File: src/include/udp_rx_macros.svh
`ifndef UDP_RX_MACROS_SVH
`define UDP_RX_MACROS_SVH

// stream width
`define UDP_RX_DATA_W 64
`define UDP_RX_KEEP_W 8

// one checksum lane per 16-bit word of a beat
`define UDP_RX_LANES 4

// protocol number that goes into the pseudo-header
`define UDP_RX_PROTO 17

// fixed udp header size in bytes
`define UDP_RX_HDR_BYTES 8

// payload beat buffer, holds two packets of 32 beats
`define UDP_RX_DATA_DEPTH 64

// one entry per packet waiting to be sent
`define UDP_RX_VERDICT_DEPTH 8

`endif
File: src/design/udp_rx_pkg.sv
`include "udp_rx_macros.svh"

package udp_rx_pkg;

    // one beat of the ip payload stream
    typedef struct packed {
        logic [`UDP_RX_DATA_W-1:0] tdata;
        logic [`UDP_RX_KEEP_W-1:0] tkeep;
        logic                      tlast;
    } ip_beat_t;

    // raw header fields, byte 0 of the beat sits in the low bits
    // so src_port is the lowest field
    typedef struct packed {
        logic [15:0] checksum;
        logic [15:0] length;
        logic [15:0] dst_port;
        logic [15:0] src_port;
    } udp_header_t;

    typedef logic [`UDP_RX_LANES-1:0][15:0] lane_words_t;

    // first beat seen either as header fields or as lane words
    typedef union packed {
        udp_header_t hdr;
        lane_words_t lanes;
    } udp_first_word_u;

    typedef struct packed {
        logic [5:0] beat_cnt;
        logic [5:0] out_beats;
        logic [7:0] last_keep;
        logic       good;
        logic [6:0] pad;
    } udp_verdict_t;

    // one's complement add with end-around carry
    function automatic logic [15:0] csum_add(input logic [15:0] a, input logic [15:0] b);
        logic [16:0] sum;
        sum = a + b;
        return sum[15:0] + 16'(sum[16]);
    endfunction

endpackage

File: src/design/udp_csum_verdict.sv
`timescale 1ns/1ps
`include "udp_rx_macros.svh"

module udp_csum_verdict (
    input  logic                     rx_axis_aclk,
    input  logic                     rx_axis_aresetn,
    input  logic                     pkt_end,
    input  udp_rx_pkg::lane_words_t  lane_sums,
    input  logic [15:0]              pseudo_sum,
    input  logic [15:0]              udp_len,
    input  logic [5:0]               beat_cnt,
    input  logic                     pkt_bad,
    output logic                     verdict_valid,
    output udp_rx_pkg::udp_verdict_t verdict
);
    import udp_rx_pkg::*;

    logic        end_d1;
    logic        end_d2;
    logic [15:0] ps_d1;
    logic [15:0] len_d1;
    logic [15:0] len_d2;
    logic [5:0]  cnt_d1;
    logic [5:0]  cnt_d2;
    logic        bad_d1;
    logic        bad_d2;
    logic [15:0] fold_lo;
    logic [15:0] fold_hi;
    logic [15:0] total;
    logic [15:0] pay_len;
    logic [15:0] beats_need;
    logic [2:0]  tail;

    always_ff @(posedge rx_axis_aclk) begin
        if (!rx_axis_aresetn) begin
            end_d1        <= 1'b0;
            end_d2        <= 1'b0;
            verdict_valid <= 1'b0;
        end else begin
            end_d1        <= pkt_end;
            end_d2        <= end_d1;
            verdict_valid <= end_d2;
        end
    end

    // header side may change right after pkt_end, so hold a copy
    always_ff @(posedge rx_axis_aclk) begin
        if (pkt_end) begin
            ps_d1  <= pseudo_sum;
            len_d1 <= udp_len;
            cnt_d1 <= beat_cnt;
            bad_d1 <= pkt_bad;
        end
    end

    // lanes hold the final add by now
    always_ff @(posedge rx_axis_aclk) begin
        fold_lo <= csum_add(lane_sums[0], lane_sums[1]);
        fold_hi <= csum_add(csum_add(lane_sums[2], lane_sums[3]), ps_d1);
        len_d2  <= len_d1;
        cnt_d2  <= cnt_d1;
        bad_d2  <= bad_d1;
    end

    always_comb begin
        total      = csum_add(fold_lo, fold_hi);
        pay_len    = len_d2 - 16'(`UDP_RX_HDR_BYTES);
        beats_need = (pay_len + 16'd7) >> 3;
        tail       = pay_len[2:0];
    end

    always_ff @(posedge rx_axis_aclk) begin
        if (end_d2) begin
            verdict.beat_cnt  <= cnt_d2;
            verdict.out_beats <= beats_need[5:0];
            verdict.last_keep <= (tail == 3'd0) ? 8'hff : (8'h01 << tail) - 8'h01;
            // length must also fit inside the beats that arrived
            verdict.good      <= (total == 16'hffff) && !bad_d2 &&
                                 (len_d2 >= 16'(`UDP_RX_HDR_BYTES)) &&
                                 (beats_need <= {10'd0, cnt_d2});
            verdict.pad       <= 7'd0;
        end
    end

endmodule

File: config.mk
export PLATFORM = sky130hd
export DESIGN_NAME = udp_csum_verdict
export DESIGN_NICKNAME = d
export VERILOG_FILES = /design/src/design/udp_rx_pkg.sv /design/src/design/udp_csum_verdict.sv
export VERILOG_INCLUDE_DIRS = /design/src /design/src/include
export SDC_FILE = /design/constraint.sdc
export NUM_CORES = 1
export LEC_CHECK = 0
export ABC_AREA = 1
export BUFFER_PORTS_ARGS = -buffer_cell sky130_fd_sc_hd__buf_4
export CAP_MARGIN = 10
export CORE_MARGIN = 2
export CORE_UTILIZATION = 25
export CTS_CLUSTER_DIAMETER = 50
export DETAILED_ROUTE_END_ITERATION = 16
export PLACE_DENSITY_LB_ADDON = 0.12
export SKIP_LAST_GASP = 1
export SLEW_MARGIN = 40
export SYNTH_ARGS = -nofsm -noshare
export SYNTH_HDL_FRONTEND = slang
export SYNTH_SLANG_ARGS = --single-unit
export TNS_END_PERCENT = 20
File: constraint.sdc
create_clock -name rx_axis_aclk -period 9.43 [get_ports rx_axis_aclk]
set_clock_uncertainty 0.2 [all_clocks]
set_input_delay 2.3575 -clock rx_axis_aclk [delete_from_list [all_inputs] [get_ports rx_axis_aclk]]
set_output_delay 2.3575 -clock rx_axis_aclk [all_outputs]
set_load 0.02 [all_outputs]
==> flow_metrics.py <==
metrics = {
    "run_status": {
        "outcome": "completed",
    },
    "timing": {
        "worstMarginPinSlew_ps": 605,
        "tns_ps": 0,
        "hold_ws_ps": 136,
        "layout_setup_ws_ps": 1570,
        "maxSlewHeadroom_pct": 59.4,
        "fin_crit_ps": 7860,
        "rsz0062_at_grt": "false",
        "clock.fmax_ghz": 0.127,
        "finalSetupViolations": 0,
        "hold_violations": 0,
        "drv_slew": 0,
        "period_share_pct": 83.4,
    },
    "power": {
        "seq_power_share_pct": 27.0,
        "leakage_nw": 5.12,
        "powerDensity_mw_per_mm2": 231,
        "p_int_w": 0.00141,
        "p_sw_w": 0.00105,
        "clockPowerShare_pct": 25.7,
        "power_switching_share_pct": 42.8,
        "ir_worst_vdd_mv": 0.105,
        "share_comb_of_total_power_pct": 47.3,
    },
    "critical_path": {
        "slowest_delay_ps": 400,
        "crit_type": "input port to flop",
        "crit_path_end_kind": "flop",
        "critPathMaxFanout": 4,
        "arrival_ps": 7950,
        "start_kind": "input port",
        "crit_family": "simple AND/OR/NAND/NOR gates",
        "required_ps": 9520,
        "cp_slowest_cell": "fa_1",
        "critPathBufInv": 5,
    },
    "route": {
        "drtIter0Drc": 289,
        "drc": 0,
        "wl_um": 21300,
        "avgRoutedWirePerCell_um": 12.4,
        "first_pass_iters": 5,
        "ant_nets": 0,
        "vias": 7275,
        "viasPerCell": 4.24,
    },
    "floorplan": {
        "die_h_um": 189,
        "row_count": 67,
        "ioPinCount": 135,
        "die_w_um": 189,
        "coreArea_sq_mm": 0.0337,
        "start_util_pct": 25.5,
        "dieArea_sq_mm": 0.0359,
    },
    "finish": {
        "final_net_count": 1447,
        "n_antenna_cell": 0,
        "design_area_sq_mm": 0.0106,
        "layout-drive-gt1-share_pct": 18.4,
        "fillCellCount": 3664,
        "syn_to_final_growth_pct": 23.9,
        "final_util_pct": 31.6,
    },
    "yosys": {
        "netlist_instances": 1111,
        "synth_top_area_share_pct": 21.0,
        "ys_ff_latch": 118,
        "postSynthAreaPerCell_sq_um": 7.73,
        "ys_types": 42,
        "yosysWarnings": 0,
        "yosysTopAreaCell": "edfxtp_1",
        "seq_area_frac_synth_pct": 34.5,
        "netlist_area_sq_mm": 0.00859,
        "netlist_top_cells_area": "edfxtp_1 (21%), dfxtp_1 (14%), nand2_1 (13%)",
    },
    "clock_network": {
        "ctsResizeCount": 0,
        "clk_path_buf_depth": 2,
        "cts_tree": "done",
        "clock_sinks": 118,
        "cts_made_buffers": 17,
        "cts_setup_buffers": 0,
        "ctsHoldBuffers": 0,
        "cts-root-buf": "clkbuf_16",
        "clk_latency_ps": 410,
        "path_clk_slew_ps": 60,
        "htreeDepth": 4,
    },
    "worst_hold_path": {
        "hold_class": "flop to flop",
    },
    "placement": {
        "place_congestion": 0.814,
        "dp_hpwl_um": 17700,
        "post-place-ws_ps": 1070,
        "place_area_sq_mm": 0.0101,
        "portBuffers": 127,
    },
    "flow_run": {
        "maxCapViolCount": 0,
    },
    "grt": {
        "grt_pass1_wl_um": 34900,
        "grt-ovfl-total": 0,
        "grt_pass1_vias": 7164,
        "antenna_found_initial": 0,
        "groute.usage.overall_pct": 12.2,
        "grt_max_degree": 41,
    },
}
==> power by group through the flow <==
stage               sequential [W]  combinational (W)  clock, W
floorplan                 0.000654           0.000884         0
global placement          0.000677            0.00118         0
detailed placement        0.000675            0.00117         0
CTS                       0.000666            0.00118  0.000654
global route              0.000670            0.00135  0.000678
finish                    0.000663            0.00116  0.000632
==> per-layer routing <==
metal	track usage [%]	routed length, um	up-vias
li1	-	-	3922
met1	15.3	10000	3225
met2	21.0	10200	115
met3	2.37	717	13
met4	3.94	332	0
met5	0	0	-
==> area by class of cell <==
class | instances | area [sq um] | share of cell area (%)
multi-input combinational | 838 | 5020 | 47.1
clock inverter | 14 | 139 | 1.30
sequential | 118 | 2960 | 27.8
tap | 448 | 561 | 5.26
clock buffer | 18 | 439 | 4.12
timing repair buffer | 127 | 953 | 8.95
inverter | 153 | 574 | 5.39
==> cell usage after synthesis <==
cell type  instances
nor2_2            11
nor2_4             6
xnor2_4            1
o21ai_1            2
o21ai_2            6
a21o_1             2
inv_1            148
nor4_2             1
o21a_1             1
a21boi_1           1
xnor2_2            1
nor2_1            88
o21bai_1          10
o21ai_0           21
fa_1               4
dfxtp_1           58
buf_4              8
a31oi_1            1
nor4_4             2
inv_2              5
nor3_1            10
nor3_2             5
conb_1             2
a21boi_2           3
or2_2              3
ha_1              82
xnor2_1           23
nand3b_1           6
nand4_1           32
nand3b_2           1
edfxtp_1          60
a21oi_4            1
nand2_2           14
xor2_1            35
a21oi_1           56
nand3_2            4
a21oi_2            3
nand2_1          302
and2_1             1
xor2_2             6
nand3_1           82
a21boi_0           3
==> worst paths after layout <==
kind | start | endpoint | slack (ps) | depth (start not counted)
max | lane_sums[32] | fold_hi[10] | 1570 | 37
min | len_d1[8] | len_d2[8] | 140 | 0
max reg2reg | fold_lo[0] | verdict[7] | 5230 | 26
min reg2reg | len_d1[8] | len_d2[8] | 140 | 0
==> metrics by stage <==
stage	total power [W]	std cells
after CTS	0.00250	1716
after global placement	0.00185	1684
after global routing	0.00270	1716
final	0.00246	1716
after detailed placement	0.00185	1684
after floorplan	0.00154	1117
==> state kept, by name, summed over array words and instances, names as in the netlist <==
| name | count |
|---|---|
| bad_d1 | 1 |
| bad_d2 | 1 |
| cnt_d1 | 6 |
| cnt_d2 | 6 |
| end_d1 | 1 |
| end_d2 | 1 |
| fold_hi | 16 |
| fold_lo | 16 |
| len_d1 | 16 |
| len_d2 | 16 |
| ps_d1 | 16 |
| verdict | 21 |
| verdict_valid | 1 |
==> cell families after synthesis <==
logic type / after synthesis / synth area share (%)
fa+ha+maj: 86 / 12.9
other cells: 2 / 0.0874
xor+xnor: 66 / 7.56
flops: 118 / 34.5
compound gates: 110 / 7.66
simple gates: 568 / 30.0
buf+inv: 161 / 7.38
==> cells in the final DEF (no fill, tap or decap), types with 6 or more instances in the layout <==
| cell | Yosys | final |
|---|---|---|
| nand2_1 | 302 | 302 |
| inv_1 | 148 | 148 |
| buf_4 | 8 | 127 |
| nor2_1 | 88 | 88 |
| nand3_1 | 82 | 82 |
| ha_1 | 82 | 82 |
| edfxtp_1 | 60 | 60 |
| dfxtp_1 | 58 | 57 |
| a21oi_1 | 56 | 56 |
| xor2_1 | 35 | 35 |
| nand4_1 | 32 | 32 |
| xnor2_1 | 23 | 23 |
| o21ai_0 | 21 | 21 |
| clkbuf_16 | 0 | 17 |
| nand2_2 | 14 | 14 |
| nor2_2 | 11 | 11 |
| o21bai_1 | 10 | 10 |
| nor3_1 | 10 | 10 |
| conb_1 | 2 | 8 |
| nand3b_1 | 6 | 6 |
| o21ai_2 | 6 | 6 |
| xor2_2 | 6 | 6 |
| nor2_4 | 6 | 6 |
| inv_6 | 0 | 6 |
Power figures use the tool's default switching activity.
