[src/include/udp_rx_macros.svh]
`ifndef UDP_RX_MACROS_SVH
`define UDP_RX_MACROS_SVH

// stream width
`define UDP_RX_DATA_W 64
`define UDP_RX_KEEP_W 8

// one checksum lane per 16-bit word of a beat
`define UDP_RX_LANES 4

// protocol number that goes into the pseudo-header
`define UDP_RX_PROTO 17

// fixed udp header size in bytes
`define UDP_RX_HDR_BYTES 8

// payload beat buffer, holds two packets of 32 beats
`define UDP_RX_DATA_DEPTH 64

// one entry per packet waiting to be sent
`define UDP_RX_VERDICT_DEPTH 8

`endif
[src/design/udp_rx_pkg.sv]
`include "udp_rx_macros.svh"

package udp_rx_pkg;

    // one beat of the ip payload stream
    typedef struct packed {
        logic [`UDP_RX_DATA_W-1:0] tdata;
        logic [`UDP_RX_KEEP_W-1:0] tkeep;
        logic                      tlast;
    } ip_beat_t;

    // raw header fields, byte 0 of the beat sits in the low bits
    // so src_port is the lowest field
    typedef struct packed {
        logic [15:0] checksum;
        logic [15:0] length;
        logic [15:0] dst_port;
        logic [15:0] src_port;
    } udp_header_t;

    typedef logic [`UDP_RX_LANES-1:0][15:0] lane_words_t;

    // first beat seen either as header fields or as lane words
    typedef union packed {
        udp_header_t hdr;
        lane_words_t lanes;
    } udp_first_word_u;

    typedef struct packed {
        logic [5:0] beat_cnt;
        logic [5:0] out_beats;
        logic [7:0] last_keep;
        logic       good;
        logic [6:0] pad;
    } udp_verdict_t;

    // one's complement add with end-around carry
    function automatic logic [15:0] csum_add(input logic [15:0] a, input logic [15:0] b);
        logic [16:0] sum;
        sum = a + b;
        return sum[15:0] + 16'(sum[16]);
    endfunction

endpackage

[src/design/udp_rx_forwarder.sv]
`timescale 1ns/1ps
`include "udp_rx_macros.svh"

module udp_rx_forwarder (
    input  logic                      rx_axis_aclk,
    input  logic                      rx_axis_aresetn,
    input  logic                      pay_valid,
    input  logic [`UDP_RX_DATA_W-1:0] pay_data,
    input  logic                      verdict_valid,
    input  udp_rx_pkg::udp_verdict_t  verdict,
    output logic [`UDP_RX_DATA_W-1:0] out_tdata,
    output logic [`UDP_RX_KEEP_W-1:0] out_tkeep,
    output logic                      out_tvalid,
    output logic                      out_tlast
);
    import udp_rx_pkg::*;

    localparam int DATA_AW = $clog2(`UDP_RX_DATA_DEPTH);
    localparam int VERD_AW = $clog2(`UDP_RX_VERDICT_DEPTH);

    typedef enum logic {
        SEND_IDLE,
        SEND_BEATS
    } send_state_t;

    logic [`UDP_RX_DATA_W-1:0] data_mem [`UDP_RX_DATA_DEPTH];
    logic [DATA_AW-1:0]        data_wr;
    logic [DATA_AW-1:0]        data_rd;
    udp_verdict_t              verd_mem [`UDP_RX_VERDICT_DEPTH];
    logic [VERD_AW:0]          verd_wr;
    logic [VERD_AW:0]          verd_rd;
    logic                      verd_empty;
    send_state_t               state;
    udp_verdict_t              cur;
    logic [5:0]                beat_idx;
    logic                      start;
    logic                      last_read;
    logic                      emit;
    logic                      emit_last;

    // data side has no empty flag, beats are always in before their verdict
    always_ff @(posedge rx_axis_aclk) begin
        if (pay_valid) begin
            data_mem[data_wr] <= pay_data;
        end
        if (verdict_valid) begin
            verd_mem[verd_wr[VERD_AW-1:0]] <= verdict;
        end
    end

    assign verd_empty = (verd_wr == verd_rd);
    assign start      = (state == SEND_IDLE) && !verd_empty;
    assign last_read  = (state == SEND_BEATS) && (beat_idx == cur.beat_cnt - 6'd1);
    assign emit       = (state == SEND_BEATS) && cur.good && (beat_idx < cur.out_beats);
    assign emit_last  = emit && (beat_idx == cur.out_beats - 6'd1);

    always_ff @(posedge rx_axis_aclk) begin
        if (!rx_axis_aresetn) begin
            data_wr  <= '0;
            data_rd  <= '0;
            verd_wr  <= '0;
            verd_rd  <= '0;
            state    <= SEND_IDLE;
            beat_idx <= 6'd0;
        end else begin
            if (pay_valid) begin
                data_wr <= data_wr + 1'b1;
            end
            if (verdict_valid) begin
                verd_wr <= verd_wr + 1'b1;
            end
            case (state)
                SEND_IDLE: begin
                    if (start) begin
                        verd_rd  <= verd_rd + 1'b1;
                        beat_idx <= 6'd0;
                        state    <= SEND_BEATS;
                    end
                end
                SEND_BEATS: begin
                    // every stored beat is read, kept or not
                    data_rd  <= data_rd + 1'b1;
                    beat_idx <= beat_idx + 6'd1;
                    if (last_read) begin
                        state <= SEND_IDLE;
                    end
                end
                default: begin
                    state <= SEND_IDLE;
                end
            endcase
        end
    end

    always_ff @(posedge rx_axis_aclk) begin
        if (start) begin
            cur <= verd_mem[verd_rd[VERD_AW-1:0]];
        end
    end

    always_ff @(posedge rx_axis_aclk) begin
        if (!rx_axis_aresetn) begin
            out_tvalid <= 1'b0;
            out_tlast  <= 1'b0;
        end else begin
            out_tvalid <= emit;
            out_tlast  <= emit_last;
        end
    end

    always_ff @(posedge rx_axis_aclk) begin
        out_tdata <= data_mem[data_rd];
        out_tkeep <= emit_last ? cur.last_keep : '1;
    end

endmodule

[config.mk]
export PLATFORM = sky130hd
export DESIGN_NAME = udp_rx_forwarder
export DESIGN_NICKNAME = d
export VERILOG_FILES = /design/src/design/udp_rx_pkg.sv /design/src/design/udp_rx_forwarder.sv
export VERILOG_INCLUDE_DIRS = /design/src /design/src/include
export SDC_FILE = /design/constraint.sdc
export NUM_CORES = 2
export LEC_CHECK = 0
export BUFFER_PORTS_ARGS = -buffer_cell sky130_fd_sc_hd__buf_2
export CORE_ASPECT_RATIO = 0.9
export CORE_MARGIN = 3
export CORE_UTILIZATION = 50
export DETAILED_ROUTE_END_ITERATION = 8
export PLACE_DENSITY_LB_ADDON = 0.15
export SETUP_SLACK_MARGIN = 0.3
export SLEW_MARGIN = 40
export SYNTH_ARGS = -nofsm -noshare
export SYNTH_HDL_FRONTEND = slang
export SYNTH_MEMORY_MAX_BITS = 65536
export SYNTH_SLANG_ARGS = --single-unit
[constraint.sdc]
create_clock -name rx_axis_aclk -period 8.5 [get_ports rx_axis_aclk]
set_input_delay 0.425 -clock rx_axis_aclk [delete_from_list [all_inputs] [get_ports rx_axis_aclk]]
set_output_delay 0.425 -clock rx_axis_aclk [all_outputs]
set_load 0.03 [all_outputs]
==> metrics.md <==
| Metric | Value |
|---|---|
| Final wirelength | `446000 um` |
| Grt ovf | `0` |
| Max Cap Violations | `0` |
| Worst hold slack | `-0.000253 ns` |
| Worst Clk Skew | `0.0626 ns` |
| Async S/R FF share, synth | `0%` |
| Clk sink count | `4386` |
| Worst path slowest cell | `buf_4` |
| Power density cells | `268 nW/um^2` |
| Worst hold path class | `primary input to register` |
| # DRC | `0` |
| Post-synthesis sequential area ratio | `78.8%` |
| Reg2Reg Launch Point | `data_rd[2]$_SDFFE_PN0P_` |
| Maximum clock path buffer count | `4` |
| Crit share post-route | `48.5%` |
| Setup TNS | `0 ns` |
| CTS clk-pin slew, worst paths | `0.06 ns` |
| Worst slew margin | `33.8%` |
| End of the worst register-to-register path | `out_tdata[35]$_DFF_P_` |
| Final GP Congestion | `0.767` |
| Final min period | `4.12 ns` |
| Hold_sp | `pay_data[14]` |
| Wire length per cell | `35.3 um` |
| Hold Crit Depth | `1` |
| Arrival time of the worst setup path | `4.93 ns` |
| Post-synth EDFFs | `4285` |
| CTS Buf Count | `433` |
| Vias in the first global route | `81.4k` |
| Cts repair resizes | `0` |
| Worst vdd ir | `0.204 mV` |
| Setup slack, reg-to-reg | `4.38 ns` |
| Dominant cell type by area after synthesis | `edfxtp_1` |
| First-pass GRT wire length | `626000 um` |
| Post-route ant nets | `0` |
| Top post-synthesis cells by area | `edfxtp_1, mux4_2, mux2i_1, dfxtp_1, o221ai_1` |
| Lkg Pwr | `57.7 nW` |
| RSZ-0062 raised after global routing | `false` |
| Largest net degree at the start of global routing | `123` |
| CP max stage delay | `0.69 ns` |
| Final Power | `0.0506 W` |
| Layout cell share with drive strength beyond 1 | `25.4%` |
| Worst-path maximum fanout | `81` |
| Dpl hpwl | `231000 um` |
| Failing checks | `negative hold slack` |
| Main synth FF type | `edfxtp_1` |
| Synth Net Count | `7471` |
| Gate Count Post-Synth | `7362` |
| Initial cell density of the core | `50.3%` |
| Worst setup SP type | `register` |
| Top cell type's share of synthesized area | `77.5%` |
| Avg Synthesized Cell Area | `22.5 um^2` |
| DIE AREA | `339000 um^2` |
| # nets final | `7985` |
| 1st-pass router iterations | `5` |
| CP required | `9.31 ns` |
| Top cell by count, worst path | `buf_4` |
| Root buf cell | `clkbuf_16` |
| Hold EP | `data_mem[29][14]$_DFFE_PP_` |
| Final number of hold-violating endpoints | `1` |
| Synth warn | `0` |
| Max-slew violation count | `0` |
| Tot GR Track Use | `26.2%` |
| Area growth syn-to-layout | `13.8%` |
| PortBufs | `162` |
| Least-Margin Pin Slew | `0.993 ns` |
| Fmax | `243 MHz` |
| Drt initial violations | `10.9k` |
| Seq cells post-synth | `4386` |
| Worst Path Class, Setup | `register to register` |
| H-tree depth | `5` |
| Number of vias in the routed layout | `81.9k` |
| I/O pin count | `170` |
| Status | `finished, violations left` |
| Hold_buf cts | `64` |
| Post-CTS setup buffers | `0` |
| Critical path capture point type | `register` |
| Synthesized area | `166000 um^2` |
| Final setup viols | `0` |
| Cell Chain, Critical Path | `buf_12 -> buf_4 -> buf_4 -> mux4_2 -> a22o_1 -> a2111oi_0 -> o21ai_1` |
| Core area | `330000 um^2` |
| Chip Width | `613 um` |
| Initial antenna violation count | `15` |
| CTS tree | `built` |
| Vias per cell | `6.49` |
| R2R cell count | `7` |
| Clk_lat worst skew | `0.97 ns` |
| Cell variety after synth | `58` |
| Num rows | `200` |
| Die Y | `553 um` |
## per-stage QoR
step / util [%] / std cells / instance area, um^2 / hold slack (ns) / worst slack [ns]
after floorplan: - / 7362 / 166000 / 0.409 / 2.30
final: 57.2 / 12600 / 189000 / -0.000253 / 4.38
after detailed placement: 52.5 / 11700 / 173000 / 0.422 / 4.34
after global routing: 57.2 / 12600 / 189000 / 0.00112 / 4.24
after global placement: 52.2 / 11700 / 172000 / 0.423 / 4.13
after CTS: 57.1 / 12600 / 188000 / 0.104 / 4.30
## cell type report
type                       count  area, um^2
multi-input combinational   2542       33600
clock inverter               251        2650
sequential                  4386      131000
fill                       23800      141000
antenna                       15        37.5
clock buffer                 564       11800
timing repair buffer         502        4670
inverter                      11        41.3
tap                         4343        5430
## kinds of logic after synthesis
logic type / Yosys count / share of synthesized area [%]
xor+xnor: 32 / 0.169
compound gates: 762 / 3.38
flops: 4386 / 78.8
simple gates: 327 / 0.985
fa+ha+maj: 13 / 0.0980
mux: 1408 / 15.2
buf+inv: 434 / 1.39
## synthesized netlist by cell type (92+ instances only)
cell type,instances
clkbuf_1,177
a22oi_1,114
dfxtp_1,101
mux4_2,890
o221ai_1,102
edfxtp_1,4285
nand2_1,93
o22ai_1,98
buf_2,131
a22o_1,92
mux2i_1,476
a211oi_1,111
## report_power, final
group | switching [W] | internal (W)
combinational | 0.00365 | 0.00342
sequential | 0.000223 | 0.0240
clock | 0.00813 | 0.0112
## placed cells by master (no fill, tap or decap), types with 21 or more instances in the layout
master         netlist  routed
a211o_1             26      26
a211oi_1           111     109
a21oi_1             88      88
a221oi_1            24      24
a22o_1              92      92
a22oi_1            114     114
buf_12               0      23
buf_2              131     103
buf_4               61     206
buf_6               37      60
bufinv_16            0      47
clkbuf_1           177      93
clkbuf_16            0     440
clkbuf_8             0      31
clkinv_1             2      84
clkinv_2             0      84
dfxtp_1            101      90
dlygate4sd3_1        0      83
edfxtp_1          4285    4285
mux2_2              41      41
mux2i_1            476     476
mux4_2             890     890
nand2_1             93      90
nand3_1             24      23
nor2_1              91      29
nor2_4               0      60
o21ai_0             39      39
o221ai_1           102     102
o22ai_1             98      98
xnor2_1             21      21
## flip-flops by register name, summed over array words and instances, names as in the netlist
register and cells:
out_tdata 64, out_tkeep 8, data_mem 4096, out_tlast 1, verd_rd 4, verd_mem 168, beat_idx 6, out_tvalid 1
state 1, cur 21, data_wr 6, data_rd 6, verd_wr 4
## metal layers
layer	vias to the layer above	GRT usage (%)	wire length, um
met5	-	0	17
met4	2	7.24	13200
met3	682	4.42	39500
met2	3960	40.2	207000
met1	44700	39.4	186000
li1	32500	-	-
## critical path: cells and delay by family (launching register included)
kind            cells  cell delay [ns]
compound gates      3             0.91
buf+inv             3             1.93
flops               1             0.58
mux                 1             0.40
## worst max-delay path by stage
stage / from / to / slack [ns] / cells after the start
final: data_rd[2]$_SDFFE_PN0P_ / out_tdata[35]$_DFF_P_ / 4.38 / 7
after global routing: data_rd[0]$_SDFFE_PN0P_ / out_tdata[40]$_DFF_P_ / 4.24 / 7
after CTS: data_rd[1]$_SDFFE_PN0P_ / out_tdata[10]$_DFF_P_ / 4.30 / 7
after detailed placement: data_rd[1]$_SDFFE_PN0P_ / out_tdata[10]$_DFF_P_ / 4.34 / 7
after global placement: data_rd[1]$_SDFFE_PN0P_ / out_tdata[53]$_DFF_P_ / 4.13 / 6
after floorplan: pay_valid / data_mem[23][0]$_DFFE_PP_ / 2.30 / 3
(Power assumes the default switching activity.)
