[src/include/udp_rx_macros.svh]
`ifndef UDP_RX_MACROS_SVH
`define UDP_RX_MACROS_SVH

// stream width
`define UDP_RX_DATA_W 64
`define UDP_RX_KEEP_W 8

// one checksum lane per 16-bit word of a beat
`define UDP_RX_LANES 4

// protocol number that goes into the pseudo-header
`define UDP_RX_PROTO 17

// fixed udp header size in bytes
`define UDP_RX_HDR_BYTES 8

// payload beat buffer, holds two packets of 32 beats
`define UDP_RX_DATA_DEPTH 64

// one entry per packet waiting to be sent
`define UDP_RX_VERDICT_DEPTH 8

`endif
[src/design/udp_rx_pkg.sv]
`include "udp_rx_macros.svh"

package udp_rx_pkg;

    // one beat of the ip payload stream
    typedef struct packed {
        logic [`UDP_RX_DATA_W-1:0] tdata;
        logic [`UDP_RX_KEEP_W-1:0] tkeep;
        logic                      tlast;
    } ip_beat_t;

    // raw header fields, byte 0 of the beat sits in the low bits
    // so src_port is the lowest field
    typedef struct packed {
        logic [15:0] checksum;
        logic [15:0] length;
        logic [15:0] dst_port;
        logic [15:0] src_port;
    } udp_header_t;

    typedef logic [`UDP_RX_LANES-1:0][15:0] lane_words_t;

    // first beat seen either as header fields or as lane words
    typedef union packed {
        udp_header_t hdr;
        lane_words_t lanes;
    } udp_first_word_u;

    typedef struct packed {
        logic [5:0] beat_cnt;
        logic [5:0] out_beats;
        logic [7:0] last_keep;
        logic       good;
        logic [6:0] pad;
    } udp_verdict_t;

    // one's complement add with end-around carry
    function automatic logic [15:0] csum_add(input logic [15:0] a, input logic [15:0] b);
        logic [16:0] sum;
        sum = a + b;
        return sum[15:0] + 16'(sum[16]);
    endfunction

endpackage

[src/design/udp_rx_header_parser.sv]
`timescale 1ns/1ps
`include "udp_rx_macros.svh"

module udp_rx_header_parser (
    input  logic                      rx_axis_aclk,
    input  logic                      rx_axis_aresetn,
    input  udp_rx_pkg::ip_beat_t      in_beat,
    input  logic                      in_valid,
    input  logic                      in_bad,
    input  logic [31:0]               src_ip,
    input  logic [31:0]               dst_ip,
    output logic                      pkt_clear,
    output logic                      lane_add,
    output udp_rx_pkg::lane_words_t   lane_words,
    output logic                      pkt_end,
    output logic [15:0]               pseudo_sum,
    output logic [15:0]               udp_len,
    output logic [5:0]                beat_cnt,
    output logic                      pkt_bad,
    output logic                      pay_valid,
    output logic [`UDP_RX_DATA_W-1:0] pay_data
);
    import udp_rx_pkg::*;

    typedef enum logic {
        ST_HEADER,
        ST_PAYLOAD
    } state_t;

    state_t                    state;
    udp_first_word_u           beat_view;
    lane_words_t               masked_words;
    logic [`UDP_RX_KEEP_W-1:0] byte_en;
    logic [15:0]               ip_sum;
    logic [15:0]               pseudo_fold;
    logic                      hdr_take;
    logic                      pay_take;

    assign beat_view = in_beat.tdata;

    // a lone beat with tlast in header state never starts a packet
    assign hdr_take = in_valid && (state == ST_HEADER) && !in_beat.tlast;
    assign pay_take = in_valid && (state == ST_PAYLOAD);

    // only the last beat may carry unused bytes
    assign byte_en = in_beat.tlast ? in_beat.tkeep : '1;

    // lower address byte becomes the high byte of the word
    always_comb begin
        for (int i = 0; i < `UDP_RX_LANES; i++) begin
            masked_words[i] = {beat_view.lanes[i][7:0] & {8{byte_en[2*i]}},
                               beat_view.lanes[i][15:8] & {8{byte_en[2*i+1]}}};
        end
    end

    // pseudo-header with the length taken from the header beat
    always_comb begin
        ip_sum = csum_add(csum_add(src_ip[31:16], src_ip[15:0]),
                          csum_add(dst_ip[31:16], dst_ip[15:0]));
        pseudo_fold = csum_add(ip_sum, csum_add(16'(`UDP_RX_PROTO), udp_len));
    end

    always_ff @(posedge rx_axis_aclk) begin
        if (!rx_axis_aresetn) begin
            state <= ST_HEADER;
        end else if (hdr_take) begin
            state <= ST_PAYLOAD;
        end else if (pay_take && in_beat.tlast) begin
            state <= ST_HEADER;
        end
    end

    always_ff @(posedge rx_axis_aclk) begin
        if (!rx_axis_aresetn) begin
            pkt_clear <= 1'b0;
            lane_add  <= 1'b0;
            pkt_end   <= 1'b0;
            pay_valid <= 1'b0;
            beat_cnt  <= 6'd0;
        end else begin
            pkt_clear <= hdr_take;
            lane_add  <= hdr_take || pay_take;
            pkt_end   <= pay_take && in_beat.tlast;
            pay_valid <= pay_take;
            // total is in place on the pkt_end cycle
            if (hdr_take) begin
                beat_cnt <= 6'd0;
            end else if (pay_take) begin
                beat_cnt <= beat_cnt + 6'd1;
            end
        end
    end

    always_ff @(posedge rx_axis_aclk) begin
        lane_words <= masked_words;
        pay_data   <= in_beat.tdata;
        if (hdr_take) begin
            udp_len <= {beat_view.hdr.length[7:0], beat_view.hdr.length[15:8]};
        end
        if (pay_take && in_beat.tlast) begin
            pseudo_sum <= pseudo_fold;
            pkt_bad    <= in_bad;
        end
    end

endmodule

[config.mk]
export PLATFORM = sky130hd
export DESIGN_NAME = udp_rx_header_parser
export DESIGN_NICKNAME = d
export VERILOG_FILES = /design/src/design/udp_rx_pkg.sv /design/src/design/udp_rx_header_parser.sv
export VERILOG_INCLUDE_DIRS = /design/src /design/src/include
export SDC_FILE = /design/constraint.sdc
export NUM_CORES = 1
export LEC_CHECK = 0
export ABC_AREA = 1
export BUFFER_PORTS_ARGS = -buffer_cell sky130_fd_sc_hd__clkbuf_2
export CELL_PAD_IN_SITES_DETAIL_PLACEMENT = 1
export CELL_PAD_IN_SITES_GLOBAL_PLACEMENT = 2
export CORE_UTILIZATION = 28
export CTS_BUF_LIST = sky130_fd_sc_hd__clkbuf_8 sky130_fd_sc_hd__clkbuf_16
export DETAILED_ROUTE_END_ITERATION = 12
export PLACE_DENSITY_LB_ADDON = 0.1
export SYNTH_ARGS = -nofsm -noshare
export SYNTH_HDL_FRONTEND = slang
export SYNTH_SLANG_ARGS = --single-unit
[constraint.sdc]
create_clock -name rx_axis_aclk -period 10.9 [get_ports rx_axis_aclk]
set_input_delay 3.27 -clock rx_axis_aclk [delete_from_list [all_inputs] [get_ports rx_axis_aclk]]
set_output_delay 3.27 -clock rx_axis_aclk [all_outputs]
set_load 0.02 [all_outputs]
==> impl_metrics.py, run 1 <==
metrics = {
    "run_status": {
        "run_status": "complete, no violations",
    },
    "global_routing": {
        "grt_pass1_wl_um": 60290,
        "antenna_found_initial": 0,
        "grt_pass1_vias": 11673,
        "grt_max_degree": 18,
        "grt_usage_pct": 19.60,
        "overflow": 0,
    },
    "power": {
        "total_power_mw": 2.845,
        "power_density_nw_per_um2": 199.7,
        "ir_worst_vdd_uv": 128.4,
        "p_leak_nw": 7.946,
    },
    "drt": {
        "ant_nets": 0,
        "route.vias.total": 11175,
        "routed_wl_um": 38080,
        "route.detailed.drc": 0,
        "avgViaCountPerCell": 4.414,
        "detail_route.wl_per_cell_um": 15.04,
        "dr.pass1.iters": 4,
        "initialDrtViolationCount": 292,
    },
    "min_path": {
        "holdCritPathClass": "reg2reg",
        "worstHoldPathCells": 2,
    },
    "placed_design": {
        "numPortBuffers": 311,
        "post-place-cells": 2497,
        "placed_cell_area_sq_um": 13330,
        "dp_hpwl_um": 33180,
        "globalplace.congestion": 0.8054,
    },
    "clocking": {
        "clock_sinks": 172,
        "numCtsBuffers": 17,
        "htree_levels": 4,
        "clk_latency_ps": 450,
        "path_clk_slew_ps": 70,
        "holdBufCountCts": 0,
        "cts_tree": "built",
        "root_buffer": "clkbuf_16",
        "clockBufferDepth": 2,
    },
    "yosys": {
        "syn-mean-instance-area_sq_um": 6.630,
        "ys.flop_type": "dfxtp_1",
        "post-synth-top-area-cell": "dfxtp_1",
        "yosysWarningCount": 0,
        "yosys-top-cells-area": "dfxtp_1 (25%), nand2_1 (18%), inv_1 (11%), edfxtp_1 (9.1%), ha_1 (8.7%)",
        "syn-instance-count": 1646,
        "yosysSeqAreaShare_pct": 34.58,
        "synth-edff-count": 33,
        "yosysUniqueCellTypes": 37,
        "async_flop_share_pct": 0,
        "synth_fp_nets": 1867,
        "netlist_area_sq_um": 10910,
        "synth.ff_latch_count": 172,
        "netlist.area_leader.share_pct": 25.50,
    },
    "layout": {
        "stdcell_count": 2532,
        "layout-drive-gt1-share_pct": 24.25,
        "synthToLayoutAreaGrowth_pct": 30.53,
        "multi_input_area_sq_um": 6181,
        "design_area_sq_um": 14240,
        "postLayoutCoreUtil_pct": 37.47,
        "final_nets": 2230,
        "diodes": 0,
        "fillers": 5024,
        "register_area_sq_um": 3774,
    },
    "critical_path": {
        "cp_data_arrival_time_ps": 10520,
        "worst_path_max_delay_cell": "ha_4",
        "cp_max_fo": 6,
        "crit_top_cell": "nand2_1",
        "worst_setup_path_end_kind": "flop",
        "worstSetupPathType": "in2reg",
        "startpoint_type": "primary input",
        "worstRegToRegCells": 33,
        "crit_required_ps": 11100,
        "slowest_delay_ps": 310,
        "r2r_setup_slack_ps": 5600,
    },
    "sta": {
        "post-route-period-util_pct": 94.63,
        "slew_headroom_pct": 48.10,
        "drv_slew": 0,
        "tightest_slew_ps": 775.7,
        "finalSetupViolations": 0,
        "max_freq_mhz": 96.95,
        "post-route-min-period_ps": 10310,
        "fin_skew_ps": 14.33,
        "hold_viol_final": 0,
    },
    "floorplan": {
        "die_width_um": 199.4,
        "io_pins": 312,
        "start_util_pct": 28.70,
        "rows": 71,
        "coreArea_sq_um": 38020,
        "dieArea_sq_um": 39770,
        "die_h_um": 199.4,
    },
    "flow_run": {
        "drv_cap": 0,
    },
}
==> per-layer routing <==
layer | track usage (%) | vias to the layer above | wire length [um]
li1 | - | 5784 | -
met1 | 24.31 | 5153 | 17500
met2 | 33.95 | 213 | 18160
met3 | 5.046 | 25 | 2004
met4 | 4.100 | 0 | 411
met5 | 0 | - | 0
==> critical path: cells and delay by family <==
kind | cells | cell delay, ps
adder cells (fa/ha/maj) | 8 | 1910
AND/OR/NAND/NOR | 34 | 3780
XOR/XNOR | 1 | 150
AO/OA/AOI/OAI | 7 | 1010
buffers and inverters | 6 | 400
==> what timing repair did <==
action                     in CTS  in global routing
setup buffers                   0                  4
setup endpoints to repair       3                 13
gates resized for setup         1                 63
pin swaps                       0                 21
hold endpoints to repair        0                  0
==> logic make-up after synthesis <==
family / synth area share (%)
AND/OR/NAND/NOR: 37.77
XOR/XNOR: 3.829
AO/OA/AOI/OAI: 2.878
flip-flops: 34.58
buffers and inverters: 11.50
adder cells (fa/ha/maj): 9.447
==> state kept, by name (all words and copies together), names as in the netlist, 6 cells and up <==
| name | count |
|---|---|
| udp_len | 16 |
| pay_data | 64 |
| pseudo_sum | 16 |
| lane_words | 64 |
| beat_cnt | 6 |
==> layout make-up <==
type | instances | share of cell area (%)
multi-input combinational | 1143 | 43.39
sequential | 172 | 26.49
timing repair buffer | 348 | 12.88
inverter | 327 | 8.617
tap | 511 | 4.488
clock buffer | 19 | 3.259
clock inverter | 12 | 0.8783
==> layout by cell type, fill, tap and decap left out, types with 2 or more instances in the layout <==
cell type,n
nor3_1,15
buf_4,37
inv_1,315
ha_4,13
o21bai_1,3
nor3_4,2
nand3_1,124
clkinv_4,2
nor2_2,17
xnor2_1,12
inv_2,12
xor2_2,2
edfxtp_1,33
nand3b_1,12
xor2_1,31
nand4_1,31
clkbuf_2,311
nand2_2,26
clkbuf_16,18
and2_1,3
inv_8,3
nor3_2,4
ha_1,57
dfxtp_1,139
nor2_1,180
nor2_4,10
o21ai_0,7
a21oi_1,41
and3_1,2
ha_2,6
a21oi_2,2
nand3_2,12
fa_1,3
nand2_1,519
inv_6,4
o21ai_2,2
==> synth_stat cells, drive strengths merged (13+ instances only) <==
library cell / number
nand2: 545
inv: 326
nor2: 207
dfxtp: 139
nand3: 136
ha: 76
a21oi: 43
edfxtp: 33
xor2: 33
nand4: 31
nor3: 21
xnor2: 13
==> path summary, 6_finish.rpt <==
check / start / end
max: src_ip[21] / pseudo_sum[12]
min: state / state
max reg2reg: udp_len[0] / pseudo_sum[12]
min reg2reg: state / state
==> power by group <==
part | switching [mW] | internal, mW | total (mW)
Sequential | 0.0133 | 0.713 | 0.726
Clock | 0.269 | 0.340 | 0.609
Combinational | 0.992 | 0.517 | 1.51
Total | 1.27 | 1.57 | 2.84
==> through the flow <==
stage	TNS, ps	worst slack, ps	hold slack, ps
after global routing	-161.9	-77.53	519.0
after global placement	-1442	-306.4	467.8
after floorplan	0	901.5	456.9
final	0	585.4	484.0
after detailed placement	-3231	-484.0	475.9
after CTS	0	83.45	487.6
No activity file was read; power rests on OpenSTA's default activity.
==> inputs of run 2 (changes only) <==
--- a/config.mk
+++ b/config.mk
@@ -13,7 +13,7 @@
 export CORE_UTILIZATION = 28
 export CTS_BUF_LIST = sky130_fd_sc_hd__clkbuf_8 sky130_fd_sc_hd__clkbuf_16
 export DETAILED_ROUTE_END_ITERATION = 12
-export PLACE_DENSITY_LB_ADDON = 0.1
+export PLACE_DENSITY_LB_ADDON = 0.25
 export SYNTH_ARGS = -nofsm -noshare
 export SYNTH_HDL_FRONTEND = slang
 export SYNTH_SLANG_ARGS = --single-unit
==> impl_metrics.py, run 2 (same netlist as run 1, synthesis figures left out) <==
metrics = {
    "critical_path": {
        "crit_top_cell": "nand2_1",
        "worst_path_max_delay_cell": "ha_1",
        "startpoint": "src_ip[13]",
        "cp_max_fo": 6,
        "r2r-end": "pseudo_sum[12]",
        "worstRegToRegCells": 32,
        "cp_data_arrival_time_ps": 10370,
        "startpoint_type": "primary input",
        "slowest_delay_ps": 380,
        "timing.rr.start": "udp_len[0]",
        "crit_required_ps": 11100,
        "r2r_setup_slack_ps": 5640,
        "worstSetupPathType": "in2reg",
        "worst_setup_path_end_kind": "flop",
    },
    "layout": {
        "design_area_sq_um": 14140,
        "final_nets": 2227,
        "diodes": 0,
        "final_common_cell": "nand2_1",
        "synthToLayoutAreaGrowth_pct": 29.53,
        "register_area_sq_um": 3774,
        "layout-drive-gt1-share_pct": 23.77,
        "reg_top3": "lane_words x64, pay_data x64",
        "layout_common_cells": "nand2_1 (523), inv_1 (315), clkbuf_2 (311)",
        "multi_input_area_sq_um": 6107,
        "fillers": 5030,
    },
    "global_routing": {
        "antenna_found_initial": 1,
        "grt_pass1_wl_um": 60330,
        "grt_usage_pct": 19.74,
        "gr-usage-met3_pct": 5.418,
        "top_usage_layer": "met2",
        "grt_max_degree": 19,
        "overflow": 0,
        "use_met1_pct": 23.43,
        "gr-usage-met2_pct": 35.58,
        "grt_pass1_vias": 11641,
    },
    "power": {
        "pwr-share-seq_pct": 26.3,
        "p_sw_share_pct": 45.61,
        "p_leak_nw": 7.911,
        "power.internal_mw": 1.503,
        "combPwrFrac_pct": 52.4,
        "power_density_nw_per_um2": 195.5,
        "ir_worst_vdd_uv": 211.6,
        "p_sw_mw": 1.261,
        "p_clk_share_pct": 21.3,
    },
    "sta": {
        "tightest_slew_ps": 711.5,
        "finalSetupViolations": 0,
        "drv_slew": 0,
        "whs_ps": 493.5,
        "fin_skew_ps": 10.63,
        "slew_headroom_pct": 52.39,
        "post-route-min-period_ps": 10170,
        "max_freq_mhz": 98.29,
        "post-route-period-util_pct": 93.34,
        "finalSetupTns_ps": 0,
        "hold_viol_final": 0,
    },
    "drt": {
        "routed_wl_um": 38540,
        "ant_nets": 0,
        "detail_route.wl_per_cell_um": 15.23,
        "dr.pass1.iters": 4,
        "route.detailed.drc": 0,
        "route.vias.total": 11160,
        "avgViaCountPerCell": 4.411,
        "initialDrtViolationCount": 271,
    },
    "clocking": {
        "holdBufCountCts": 0,
        "cts_tree": "built",
        "numCtsBuffers": 17,
        "clk_latency_ps": 440,
        "clockBufferDepth": 2,
        "root_buffer": "clkbuf_16",
        "htree_levels": 4,
        "clock_sinks": 172,
        "path_clk_slew_ps": 70,
    },
    "run_status": {
        "run_status": "complete, no violations",
    },
    "placed_design": {
        "globalplace.congestion": 0.8393,
        "dp_hpwl_um": 33540,
        "placed_cell_area_sq_um": 13260,
        "numPortBuffers": 311,
    },
    "floorplan": {
        "die_h_um": 199.4,
        "rows": 71,
        "io_pins": 312,
        "dieArea_sq_um": 39770,
        "die_width_um": 199.4,
        "coreArea_sq_um": 38020,
        "start_util_pct": 28.70,
    },
    "min_path": {
        "hold_start": "state",
        "min_to": "state",
        "worstHoldPathCells": 2,
        "holdCritPathClass": "reg2reg",
    },
    "flow_run": {
        "drv_cap": 0,
    },
}
## run 2: cell types whose count changed in the layout (fill, tap and decap cells not counted), sizes merged
cell | previous run | this run
inv | 334 | 333
bufinv | 1 | 0
clkinvlp | 0 | 1
buf | 37 | 34
clkinv | 4 | 8
clkbuf | 330 | 328
## run 2: layer usage
metal  up-vias  part of all wire, %  wire length (um)
met1      5175                   45             17330
met3        20                  5.3              2027
li1       5762                    -                 -
met5         -                0.044                17
met2       201                   49             18910
met4         2                 0.67               257
## run 2: worst max path at each step
stage | slack, ps | cells past startpoint | endpoint
floorplan | 900 | 58 | pseudo_sum[12]
CTS | 240 | 58 | pseudo_sum[12]
detailed placement | -220 | 58 | pseudo_sum[12]
finish | 730 | 55 | pseudo_sum[12]
global route | -20 | 59 | pseudo_sum[12]
global placement | 20 | 57 | pseudo_sum[12]
## run 2: area by class of cell
type / count / area share [%]
repair buffers: 345 / 12.82
inverters: 327 / 8.683
flip-flops and latches: 172 / 26.69
clock inverters: 15 / 1.071
well taps: 511 / 4.523
clock buffers: 17 / 3.009
multi-input cells: 1143 / 43.20
## run 2: critical path, delay by kind of cell
family | cells | cell delay [ps]
simple gates | 30 | 3020
xor+xnor | 2 | 280
fa+ha+maj | 9 | 2120
compound gates | 7 | 1020
buf+inv | 7 | 620
## run 2: through the flow
stage	setup WS, ps	utilization [%]	total power [mW]	cells
after global routing	-18.16	37.18	3.013	2530
after floorplan	901.5	-	1.723	1646
after detailed placement	-218.8	34.88	2.170	2488
after global placement	19.33	34.88	2.147	2488
final	725.8	37.18	2.764	2530
after CTS	244.8	36.40	2.769	2520
## run 2: power by group through the flow
stage | registers (mW) | logic, mW | clock network (mW)
3_5_place_dp | 0.741 | 1.43 | 0
6_report | 0.727 | 1.45 | 0.588
5_1_grt | 0.730 | 1.66 | 0.623
3_3_place_gp | 0.740 | 1.41 | 0
4_1_cts | 0.728 | 1.44 | 0.602
2_1_floorplan | 0.785 | 0.939 | 0
## run 2: what timing repair did
action | CTS | global route
setup endpoints to repair | 0 | 13
gates resized for setup | 0 | 48
setup buffers | 0 | 10
